===== config.mk =====
export PLATFORM = sky130hd
export DESIGN_NAME = exe_top
export DESIGN_NICKNAME = d
export VERILOG_FILES = /design/src/verilog/exe_pkg.sv /design/src/verilog/exe_if.sv /design/src/verilog/exe_top.sv /design/src/verilog/execute_stage.sv /design/src/verilog/exe_regfile.sv /design/src/verilog/exe_divider.sv /design/src/verilog/exe_alu.sv
export VERILOG_INCLUDE_DIRS = /design/src /design/src/verilog
export SDC_FILE = /design/constraint.sdc
export NUM_CORES = 2
export LEC_CHECK = 0
export ABC_AREA = 0
export BUFFER_PORTS_ARGS = -buffer_cell sky130_fd_sc_hd__buf_4
export CORE_ASPECT_RATIO = 0.9
export CORE_MARGIN = 2
export CORE_UTILIZATION = 25
export CTS_CLUSTER_SIZE = 8
export DETAILED_ROUTE_END_ITERATION = 8
export REMOVE_ABC_BUFFERS = 1
export SYNTH_ARGS = -nofsm -noshare
export SYNTH_HDL_FRONTEND = slang
export SYNTH_SLANG_ARGS = --single-unit
export TNS_END_PERCENT = 5

===== constraint.sdc =====
create_clock -name clk -period 6.53 [get_ports clk]
set_input_delay 0.9795 -clock clk [delete_from_list [all_inputs] [get_ports clk]]
set_output_delay 0.9795 -clock clk [all_outputs]
set_load 0.01 [all_outputs]

===== src/verilog/exe_consts.svh =====
`ifndef EXE_CONSTS_SVH
`define EXE_CONSTS_SVH

// data path width
`define EXE_XLEN 32

// architectural registers, x0 hardwired to zero
`define EXE_NREGS 32

// operation queue depth, also the producer's credit count after reset
`define EXE_CREDITS 2

// one shift-subtract iteration per result bit
`define EXE_DIV_STEPS `EXE_XLEN

`endif

===== src/verilog/exe_pkg.sv =====
`default_nettype none

`include "exe_consts.svh"

package exe_pkg;

    typedef enum logic {
        EXE_UNIT_ALU = 1'b0,
        EXE_UNIT_DIV = 1'b1
    } exe_unit_e;

    typedef enum logic [3:0] {
        ALU_ADD  = 4'd0,
        ALU_SUB  = 4'd1,
        ALU_SLL  = 4'd2,
        ALU_SLT  = 4'd3,
        ALU_SLTU = 4'd4,
        ALU_XOR  = 4'd5,
        ALU_SRL  = 4'd6,
        ALU_SRA  = 4'd7,
        ALU_OR   = 4'd8,
        ALU_AND  = 4'd9
    } exe_alu_op_e;

    typedef struct packed {
        exe_unit_e   unit;      // same bit position in both views
        logic        use_imm;   // imm replaces rs2 data
        logic [1:0]  spare;
        exe_alu_op_e op;
    } exe_alu_view_t;

    typedef struct packed {
        exe_unit_e  unit;
        logic       is_signed;
        logic       want_rem;   // remainder instead of quotient
        logic [4:0] spare;
    } exe_div_view_t;

    typedef union packed {
        exe_alu_view_t alu_view;
        exe_div_view_t div_view;
    } exe_op_u;

    typedef struct packed {
        exe_op_u                        op;
        logic [$clog2(`EXE_NREGS)-1:0]  rd;
        logic [$clog2(`EXE_NREGS)-1:0]  rs1;
        logic [$clog2(`EXE_NREGS)-1:0]  rs2;
        logic [`EXE_XLEN-1:0]           imm;
    } exe_entry_t;

endpackage

`default_nettype wire


===== src/verilog/exe_if.sv =====
`timescale 1ns/1ns
`default_nettype none

`include "exe_consts.svh"

interface div_if;
    logic                 start;   // single cycle, taken only while !busy
    logic                 is_signed;
    logic                 want_rem;
    logic [`EXE_XLEN-1:0] dividend;
    logic [`EXE_XLEN-1:0] divisor;
    logic                 busy;
    logic                 done;    // single cycle, result valid with it
    logic [`EXE_XLEN-1:0] result;

    modport master (output start, is_signed, want_rem, dividend, divisor,
                    input  busy, done, result);
    modport slave  (input  start, is_signed, want_rem, dividend, divisor,
                    output busy, done, result);
endinterface

interface wb_if;
    logic                          valid;
    logic [$clog2(`EXE_NREGS)-1:0] rd;
    logic [`EXE_XLEN-1:0]          data;

    modport source (output valid, rd, data);
    modport sink   (input  valid, rd, data);
endinterface

`default_nettype wire


===== src/verilog/exe_top.sv =====
`timescale 1ns/1ns
`default_nettype none

`include "exe_consts.svh"

module exe_top (
    input  logic                          clk,
    input  logic                          rst,
    input  logic                          in_valid,
    input  exe_pkg::exe_op_u              in_op,
    input  logic [$clog2(`EXE_NREGS)-1:0] in_rd,
    input  logic [$clog2(`EXE_NREGS)-1:0] in_rs1,
    input  logic [$clog2(`EXE_NREGS)-1:0] in_rs2,
    input  logic [`EXE_XLEN-1:0]          in_imm,
    output logic                          credit_return,
    output logic                          wb_valid,
    output logic [$clog2(`EXE_NREGS)-1:0] wb_rd,
    output logic [`EXE_XLEN-1:0]          wb_data
);
    import exe_pkg::*;

    exe_entry_t                    in_entry;
    logic [$clog2(`EXE_NREGS)-1:0] rs1;
    logic [$clog2(`EXE_NREGS)-1:0] rs2;
    logic [`EXE_XLEN-1:0]          rdata1;
    logic [`EXE_XLEN-1:0]          rdata2;
    logic [`EXE_XLEN-1:0]          alu_a;
    logic [`EXE_XLEN-1:0]          alu_b;
    exe_alu_op_e                   alu_op;
    logic [`EXE_XLEN-1:0]          alu_result;

    div_if div_bus ();
    wb_if  wb_bus ();

    assign in_entry = '{op: in_op, rd: in_rd, rs1: in_rs1, rs2: in_rs2, imm: in_imm};

    execute_stage stage_i (
        .clk(clk), .rst(rst), .in_valid(in_valid), .in_entry(in_entry),
        .credit_return(credit_return), .rs1(rs1), .rs2(rs2),
        .rdata1(rdata1), .rdata2(rdata2), .alu_a(alu_a), .alu_b(alu_b),
        .alu_op(alu_op), .alu_result(alu_result), .div(div_bus.master), .wb(wb_bus.source)
    );

    exe_alu alu_i (.a(alu_a), .b(alu_b), .op(alu_op), .result(alu_result));

    exe_divider div_i (.clk(clk), .rst(rst), .div(div_bus.slave));

    exe_regfile rf_i (
        .clk(clk), .rst(rst), .rs1(rs1), .rs2(rs2),
        .rdata1(rdata1), .rdata2(rdata2), .wb(wb_bus.sink)
    );

    assign wb_valid = wb_bus.valid;
    assign wb_rd    = wb_bus.rd;
    assign wb_data  = wb_bus.data;

endmodule

`default_nettype wire


===== src/verilog/execute_stage.sv =====
`timescale 1ns/1ns
`default_nettype none

`include "exe_consts.svh"

module execute_stage (
    input  logic                          clk,
    input  logic                          rst,
    input  logic                          in_valid,
    input  exe_pkg::exe_entry_t           in_entry,
    output logic                          credit_return,
    output logic [$clog2(`EXE_NREGS)-1:0] rs1,
    output logic [$clog2(`EXE_NREGS)-1:0] rs2,
    input  logic [`EXE_XLEN-1:0]          rdata1,
    input  logic [`EXE_XLEN-1:0]          rdata2,
    output logic [`EXE_XLEN-1:0]          alu_a,
    output logic [`EXE_XLEN-1:0]          alu_b,
    output exe_pkg::exe_alu_op_e          alu_op,
    input  logic [`EXE_XLEN-1:0]          alu_result,
    div_if.master                         div,
    wb_if.source                          wb
);
    import exe_pkg::*;

    localparam int QW = (`EXE_CREDITS > 1) ? $clog2(`EXE_CREDITS) : 1;
    localparam logic [QW-1:0] Q_LAST = QW'(`EXE_CREDITS - 1);

    exe_entry_t              q_entry [`EXE_CREDITS];
    logic [`EXE_CREDITS-1:0] q_valid;
    logic [QW-1:0]           head_ptr;
    logic [QW-1:0]           tail_ptr;
    exe_entry_t              head;
    logic                    head_valid;
    logic                    head_is_div;
    logic                    div_wait;   // head divide has been started
    logic                    issue_alu;
    logic                    finish_div;
    logic                    pop;

    function automatic logic [QW-1:0] next_ptr(input logic [QW-1:0] ptr);
        return (ptr == Q_LAST) ? '0 : ptr + QW'(1);
    endfunction

    assign head        = q_entry[head_ptr];
    assign head_valid  = q_valid[head_ptr];
    assign head_is_div = head.op.div_view.unit == EXE_UNIT_DIV;

    assign rs1    = head.rs1;
    assign rs2    = head.rs2;
    assign alu_a  = rdata1;
    assign alu_b  = head.op.alu_view.use_imm ? head.imm : rdata2;
    assign alu_op = head.op.alu_view.op;

    assign div.dividend  = rdata1;
    assign div.divisor   = rdata2;
    assign div.is_signed = head.op.div_view.is_signed;
    assign div.want_rem  = head.op.div_view.want_rem;
    assign div.start     = head_valid & head_is_div & ~div_wait & ~div.busy;

    assign issue_alu  = head_valid & ~head_is_div;
    assign finish_div = head_valid & head_is_div & div_wait & div.done; // head stalls until here
    assign pop        = issue_alu | finish_div;

    always_ff @(posedge clk) begin
        if (!rst) begin
            q_valid  <= '0;
            head_ptr <= '0;
            tail_ptr <= '0;
            div_wait <= 1'b0;
            wb.valid <= 1'b0;
        end else begin
            if (pop) begin
                q_valid[head_ptr] <= 1'b0;
                head_ptr          <= next_ptr(head_ptr);
            end
            if (in_valid) begin // credits guarantee a free slot
                q_valid[tail_ptr] <= 1'b1;
                tail_ptr          <= next_ptr(tail_ptr);
            end
            if (div.start) begin
                div_wait <= 1'b1;
            end else if (finish_div) begin
                div_wait <= 1'b0;
            end
            wb.valid <= pop;
        end
    end

    always_ff @(posedge clk) begin
        if (in_valid) begin
            q_entry[tail_ptr] <= in_entry;
        end
        if (pop) begin
            wb.rd   <= head.rd;
            wb.data <= head_is_div ? div.result : alu_result;
        end
    end

    assign credit_return = wb.valid; // one credit per retired result

endmodule

`default_nettype wire


===== src/verilog/exe_regfile.sv =====
`timescale 1ns/1ns
`default_nettype none

`include "exe_consts.svh"

module exe_regfile (
    input  logic                          clk,
    input  logic                          rst,
    input  logic [$clog2(`EXE_NREGS)-1:0] rs1,
    input  logic [$clog2(`EXE_NREGS)-1:0] rs2,
    output logic [`EXE_XLEN-1:0]          rdata1,
    output logic [`EXE_XLEN-1:0]          rdata2,
    wb_if.sink                            wb
);
    logic [`EXE_XLEN-1:0] regs [`EXE_NREGS];
    logic                 wr_en;
    logic                 hit1;
    logic                 hit2;

    assign wr_en = wb.valid & (wb.rd != '0); // x0 never written

    always_ff @(posedge clk) begin
        if (!rst) begin
            for (int i = 0; i < `EXE_NREGS; i++) begin
                regs[i] <= '0;
            end
        end else if (wr_en) begin
            regs[wb.rd] <= wb.data;
        end
    end

    // same-cycle bypass, so a dependent op can read right behind its producer
    assign hit1 = wr_en & (wb.rd == rs1);
    assign hit2 = wr_en & (wb.rd == rs2);

    assign rdata1 = hit1 ? wb.data : regs[rs1];
    assign rdata2 = hit2 ? wb.data : regs[rs2];

endmodule

`default_nettype wire


===== src/verilog/exe_divider.sv =====
`timescale 1ns/1ns
`default_nettype none

`include "exe_consts.svh"

module exe_divider (
    input logic clk,
    input logic rst,
    div_if.slave div
);
    localparam int CW = $clog2(`EXE_DIV_STEPS + 1);

    logic [CW-1:0]        count;
    logic [`EXE_XLEN-1:0] quot;   // dividend shifts out, quotient shifts in
    logic [`EXE_XLEN-1:0] rem;
    logic [`EXE_XLEN-1:0] dsor;
    logic                 neg_q;
    logic                 neg_r;
    logic                 rem_sel;
    logic                 a_neg;
    logic                 b_neg;
    logic                 accept;
    logic [`EXE_XLEN:0]   shifted;
    logic [`EXE_XLEN:0]   diff;

    assign accept  = div.start & ~div.busy;
    assign a_neg   = div.is_signed & div.dividend[`EXE_XLEN-1];
    assign b_neg   = div.is_signed & div.divisor[`EXE_XLEN-1];
    assign shifted = {rem, quot[`EXE_XLEN-1]};
    assign diff    = shifted - {1'b0, dsor};

    always_ff @(posedge clk) begin
        if (!rst) begin
            div.busy <= 1'b0;
            div.done <= 1'b0;
            count    <= '0;
        end else begin
            div.done <= 1'b0;
            if (accept) begin
                div.busy <= 1'b1;
                count    <= CW'(`EXE_DIV_STEPS);
            end else if (div.busy) begin
                count <= count - CW'(1);
                if (count == CW'(1)) begin // last iteration
                    div.busy <= 1'b0;
                    div.done <= 1'b1;
                end
            end
        end
    end

    always_ff @(posedge clk) begin
        if (accept) begin
            quot    <= a_neg ? -div.dividend : div.dividend;
            dsor    <= b_neg ? -div.divisor : div.divisor;
            rem     <= '0;
            neg_q   <= (a_neg ^ b_neg) & (div.divisor != '0); // x/0 keeps all ones
            neg_r   <= a_neg;
            rem_sel <= div.want_rem;
        end else if (div.busy) begin
            if (!diff[`EXE_XLEN]) begin
                rem  <= diff[`EXE_XLEN-1:0];
                quot <= {quot[`EXE_XLEN-2:0], 1'b1};
            end else begin
                rem  <= shifted[`EXE_XLEN-1:0]; // restore
                quot <= {quot[`EXE_XLEN-2:0], 1'b0};
            end
        end
    end

    // min / -1 needs no special case, the magnitude path already yields min and 0
    assign div.result = rem_sel ? (neg_r ? -rem : rem) : (neg_q ? -quot : quot);

endmodule

`default_nettype wire


===== src/verilog/exe_alu.sv =====
`timescale 1ns/1ns
`default_nettype none

`include "exe_consts.svh"

module exe_alu (
    input  logic [`EXE_XLEN-1:0] a,
    input  logic [`EXE_XLEN-1:0] b,
    input  exe_pkg::exe_alu_op_e op,
    output logic [`EXE_XLEN-1:0] result
);
    import exe_pkg::*;

    localparam int SHW = $clog2(`EXE_XLEN);

    logic [SHW-1:0] shamt;

    assign shamt = b[SHW-1:0]; // low bits only, as rv32

    always_comb begin
        result = '0;
        case (op)
            ALU_ADD:  result = a + b;
            ALU_SUB:  result = a - b;
            ALU_SLL:  result = a << shamt;
            ALU_SLT:  result = {{(`EXE_XLEN-1){1'b0}}, $signed(a) < $signed(b)};
            ALU_SLTU: result = {{(`EXE_XLEN-1){1'b0}}, a < b};
            ALU_XOR:  result = a ^ b;
            ALU_SRL:  result = a >> shamt;
            ALU_SRA:  result = $signed(a) >>> shamt;
            ALU_OR:   result = a | b;
            ALU_AND:  result = a & b;
            default:  result = '0; // unused encodings
        endcase
    end

endmodule

`default_nettype wire


==> summary.md <==
| Metric | Value |
|---|---|
| Status | `complete, no violations` |
| NetSw | `10.9 mW` |
| # IOs | `97` |
| Synth Register Bits | `1283` |
| Vias in the first global route | `80438` |
| Final WL | `404000 um` |
| Share of the synthesized area in the top cell type | `41.1%` |
| Filler cells | `37492` |
| Cell Int Power | `18.3 mW` |
| Sequential-to-total area share from yosys stat | `42.2%` |
| Slew @ Worst Pin | `1250 ps` |
| Post-Syn Area | `90300 um^2` |
| Die area | `366000 um^2` |
| Design area | `107000 um^2` |
| Non-filler cells in the finished layout | `15114` |
| Most numerous cell in the Yosys netlist | `edfxtp_1` |
| Synthesized-area fraction occupied by adder cells | `1.97%` |
| Clock root cell | `clkbuf_16` |
| Avg Cell Area, Syn | `8.91 um^2` |
| Hold Fails Final Rpt | `0` |
| Worst hold slack | `274 ps` |
| FMAX | `154 MHz` |
| Worst-path clk slew | `50 ps` |
| Largest family of logic cells by synthesized area | `compound AO/OA/AOI/OAI gates` |
| Area Growth Syn to Fin | `18.5%` |
| Clk Latency, worst-skew pair | `900 ps` |
| Slew HR | `16.5%` |
| Largest net degree at the start of global routing | `160` |
| Final ANT Viol Nets | `0` |
| Drt pass-1 iters | `9` |
| Port Buf Inserts | `95` |
| Final Max Slew Viols | `0` |
| Clock power share | `30.9%` |
| Critical path class | `register to register` |
| Final net count | `10494` |
| Synth area leaders | `edfxtp_1, o21ai_0, and2_1` |
| 1st-iter DRT viols | `14354` |
| Comb pwr share | `35.2%` |
| Path type of the worst min-delay path | `primary input to register` |
| RePlAce Congestion | `0.981` |
| Switching power as a share of total power | `37.2%` |
| Synth async-reset ratio | `0%` |
| Cts hold-fix bufs | `0` |
| Synthesis warning total | `0` |
| Rows | `209` |
| Largest area contributor in the netlist | `edfxtp_1` |
| Synth top cells by count | `edfxtp_1, o21ai_0, nand2_1` |
| Core footprint | `360000 um^2` |
| Critical path launch point type | `register` |
| Top_reg_cell synth | `edfxtp_1` |
| Syn Inst Count | `10135` |
| Via Count | `87974` |
| Simple-gate area share of the yosys netlist | `18.5%` |
| Post-synthesis compound-gate area fraction | `25.8%` |
| Num Clock Sinks | `1283` |
| DP Cell Count | `14845` |
| First-pass GRT wire length | `576000 um` |
| DR WL/cell | `26.7 um` |
| Leakage Power | `37.8 nW` |
| Dpl hpwl | `270000 um` |
| Critical path capture point type | `register` |
| Post-synthesis mux area share | `4.49%` |
| Crit Path Max Fanout | `55` |
| Critical path data required time | `7070 ps` |
| Crit path DAT | `7020 ps` |
| Area post-placement | `101000 um^2` |
| Post-synth EDFFs | `1236` |
| Initial core utilization | `25.1%` |
| Post-Synth XOR/XNOR Area | `1.65%` |
| Share of layout cells above drive strength 1 | `13.5%` |
| GRT Resource Usage Total | `21.0%` |
| Number of cells on the worst hold path | `1` |
| Chip height | `574 um` |
| CTS Buf Count | `182` |
| Pwr Density | `273 nW/um^2` |
| CTS Buffer Depth | `3` |
| Crit share post-route | `99.3%` |
| Count of cell types in the netlist | `96` |
| Vias per cell | `5.82` |
| Total gr overflow | `0` |
| DRC | `0` |
| Seq pwr share | `34.0%` |
| Antenna violations before repair | `20` |
| Setup Skew | `112 ps` |
| Final min period | `6480 ps` |
| Final setup viols | `0` |
| R2R cell count | `26` |
| Max_cap viols | `0` |
| CTS H-tree lvls | `4` |
| Maximum VDD drop | `299 uV` |
| Die Wd | `637 um` |
| CTS tree | `built` |
[final timing paths]
path	start	endpoint	slack (ps)
setup reg to reg	register	stage_i.wb.data[26]$_DFFE_PN_	50
hold / removal	in_rd[4]	stage_i.q_entry[1][46]$_DFFE_PP_	270
hold reg to reg	div_i.count[5]$_SDFFE_PN0P_	div_i.count[5]$_SDFFE_PN0P_	490
setup / recovery	register	stage_i.wb.data[26]$_DFFE_PN_	50
[sequential cells by signal (all words and copies together), names as in the netlist, 2 cells and up, named ones only]
register,count
stage_i.q_entry,108
div_i.quot,32
div_i.count,6
div_i.rem,32
rf_i.regs,1024
stage_i.q_valid,2
stage_i.wb.rd,5
stage_i.wb.data,32
div_i.dsor,32
[kinds of logic after synthesis]
family	Yosys count
xor+xnor	170
buf+inv	1207
fa+ha+maj	140
compound gates	3490
other cells	1
mux	390
simple gates	3454
flops	1283
[layout by cell type, fill, tap and decap left out, drive strengths merged, types with 52 or more instances in the layout]
cell    instances
clkbuf        224
o211ai        467
and2          726
a31oi          58
a21oi         231
a311oi         77
xnor2         115
a41oi          52
xor2           55
ha            137
nand3         471
a221oi        141
nor2          657
o22ai         169
o31ai         105
o21bai        327
buf           969
nand2         921
a211oi         86
edfxtp       1236
o21ai        1155
nor3          394
mux2i         337
inv           182
nor2b          64
a22oi         281
[layout make-up]
cell class / count / area, um^2 / area share, %
Inverter: 180 / 682 / 0.638
Timing Repair Buffer: 973 / 8680 / 8.12
Tap cell: 4747 / 5940 / 5.55
Antenna cell: 15 / 37.5 / 0.0351
Multi-Input combinational cell: 7676 / 48400 / 45.2
Clock inverter: 20 / 440 / 0.412
Clock buffer: 220 / 4730 / 4.42
Sequential cell: 1283 / 38100 / 35.6
[stage by stage]
stage               power (mW)  setup TNS (ps)  setup WS, ps  utilization (%)
finish                    29.2               0          45.0             29.7
global route              30.2           -59.6         -37.9             29.7
CTS                       28.8               0          6.85             29.6
detailed placement        19.9            -470          -145             28.1
global placement          19.9            -560          -146             28.1
floorplan                 15.9        -7626460        -55480                -
[per-layer routing]
| layer | GRT usage (%) | share of wire, % | wire (um) |
|---|---|---|---|
| met4 | 11.6 | 6.0 | 24300 |
| met1 | 29.2 | 41 | 166000 |
| met2 | 30.3 | 42 | 168000 |
| met3 | 3.99 | 11 | 45500 |
| met5 | 0.0129 | 0.0032 | 13 |
[critical path, stage by stage, from the launching register on]
cell and delay, ps:
dfxtp_4 430, buf_12 140, buf_12 100, mux2i_4 230, buf_4 240, buf_4 200, buf_12 260, o21ai_0 140
a22oi_1 430, nand4_1 360, o2111ai_2 260, buf_4 270, ha_1 300, o21bai_1 250, a31oi_1 140, o21bai_1 270
a41oi_2 210, buf_4 200, o31a_1 370, o221ai_2 280, buf_4 200, buf_4 110, xnor2_1 100, nor2_1 60
a221oi_2 200, o311a_1 200, a31oi_1 90
[power groups by stage]
| stage | registers [mW] | logic, mW | clock network [mW] |
|---|---|---|---|
| 3_5_place_dp | 10.1 | 9.80 | 0 |
| 6_report | 9.92 | 10.3 | 9.01 |
| 3_3_place_gp | 10.0 | 9.80 | 0 |
| 5_1_grt | 9.96 | 10.8 | 9.39 |
| 4_1_cts | 9.90 | 9.86 | 9.08 |
| 2_1_floorplan | 10.2 | 5.67 | 0 |
[timing repair]
item	in CTS	in global routing
pin swaps	2	11
setup endpoints to repair	9	20
resized for setup	9	63
cloned	0	3
hold endpoints to repair	0	0
setup buffers	0	11
(Power assumes the default switching activity.)
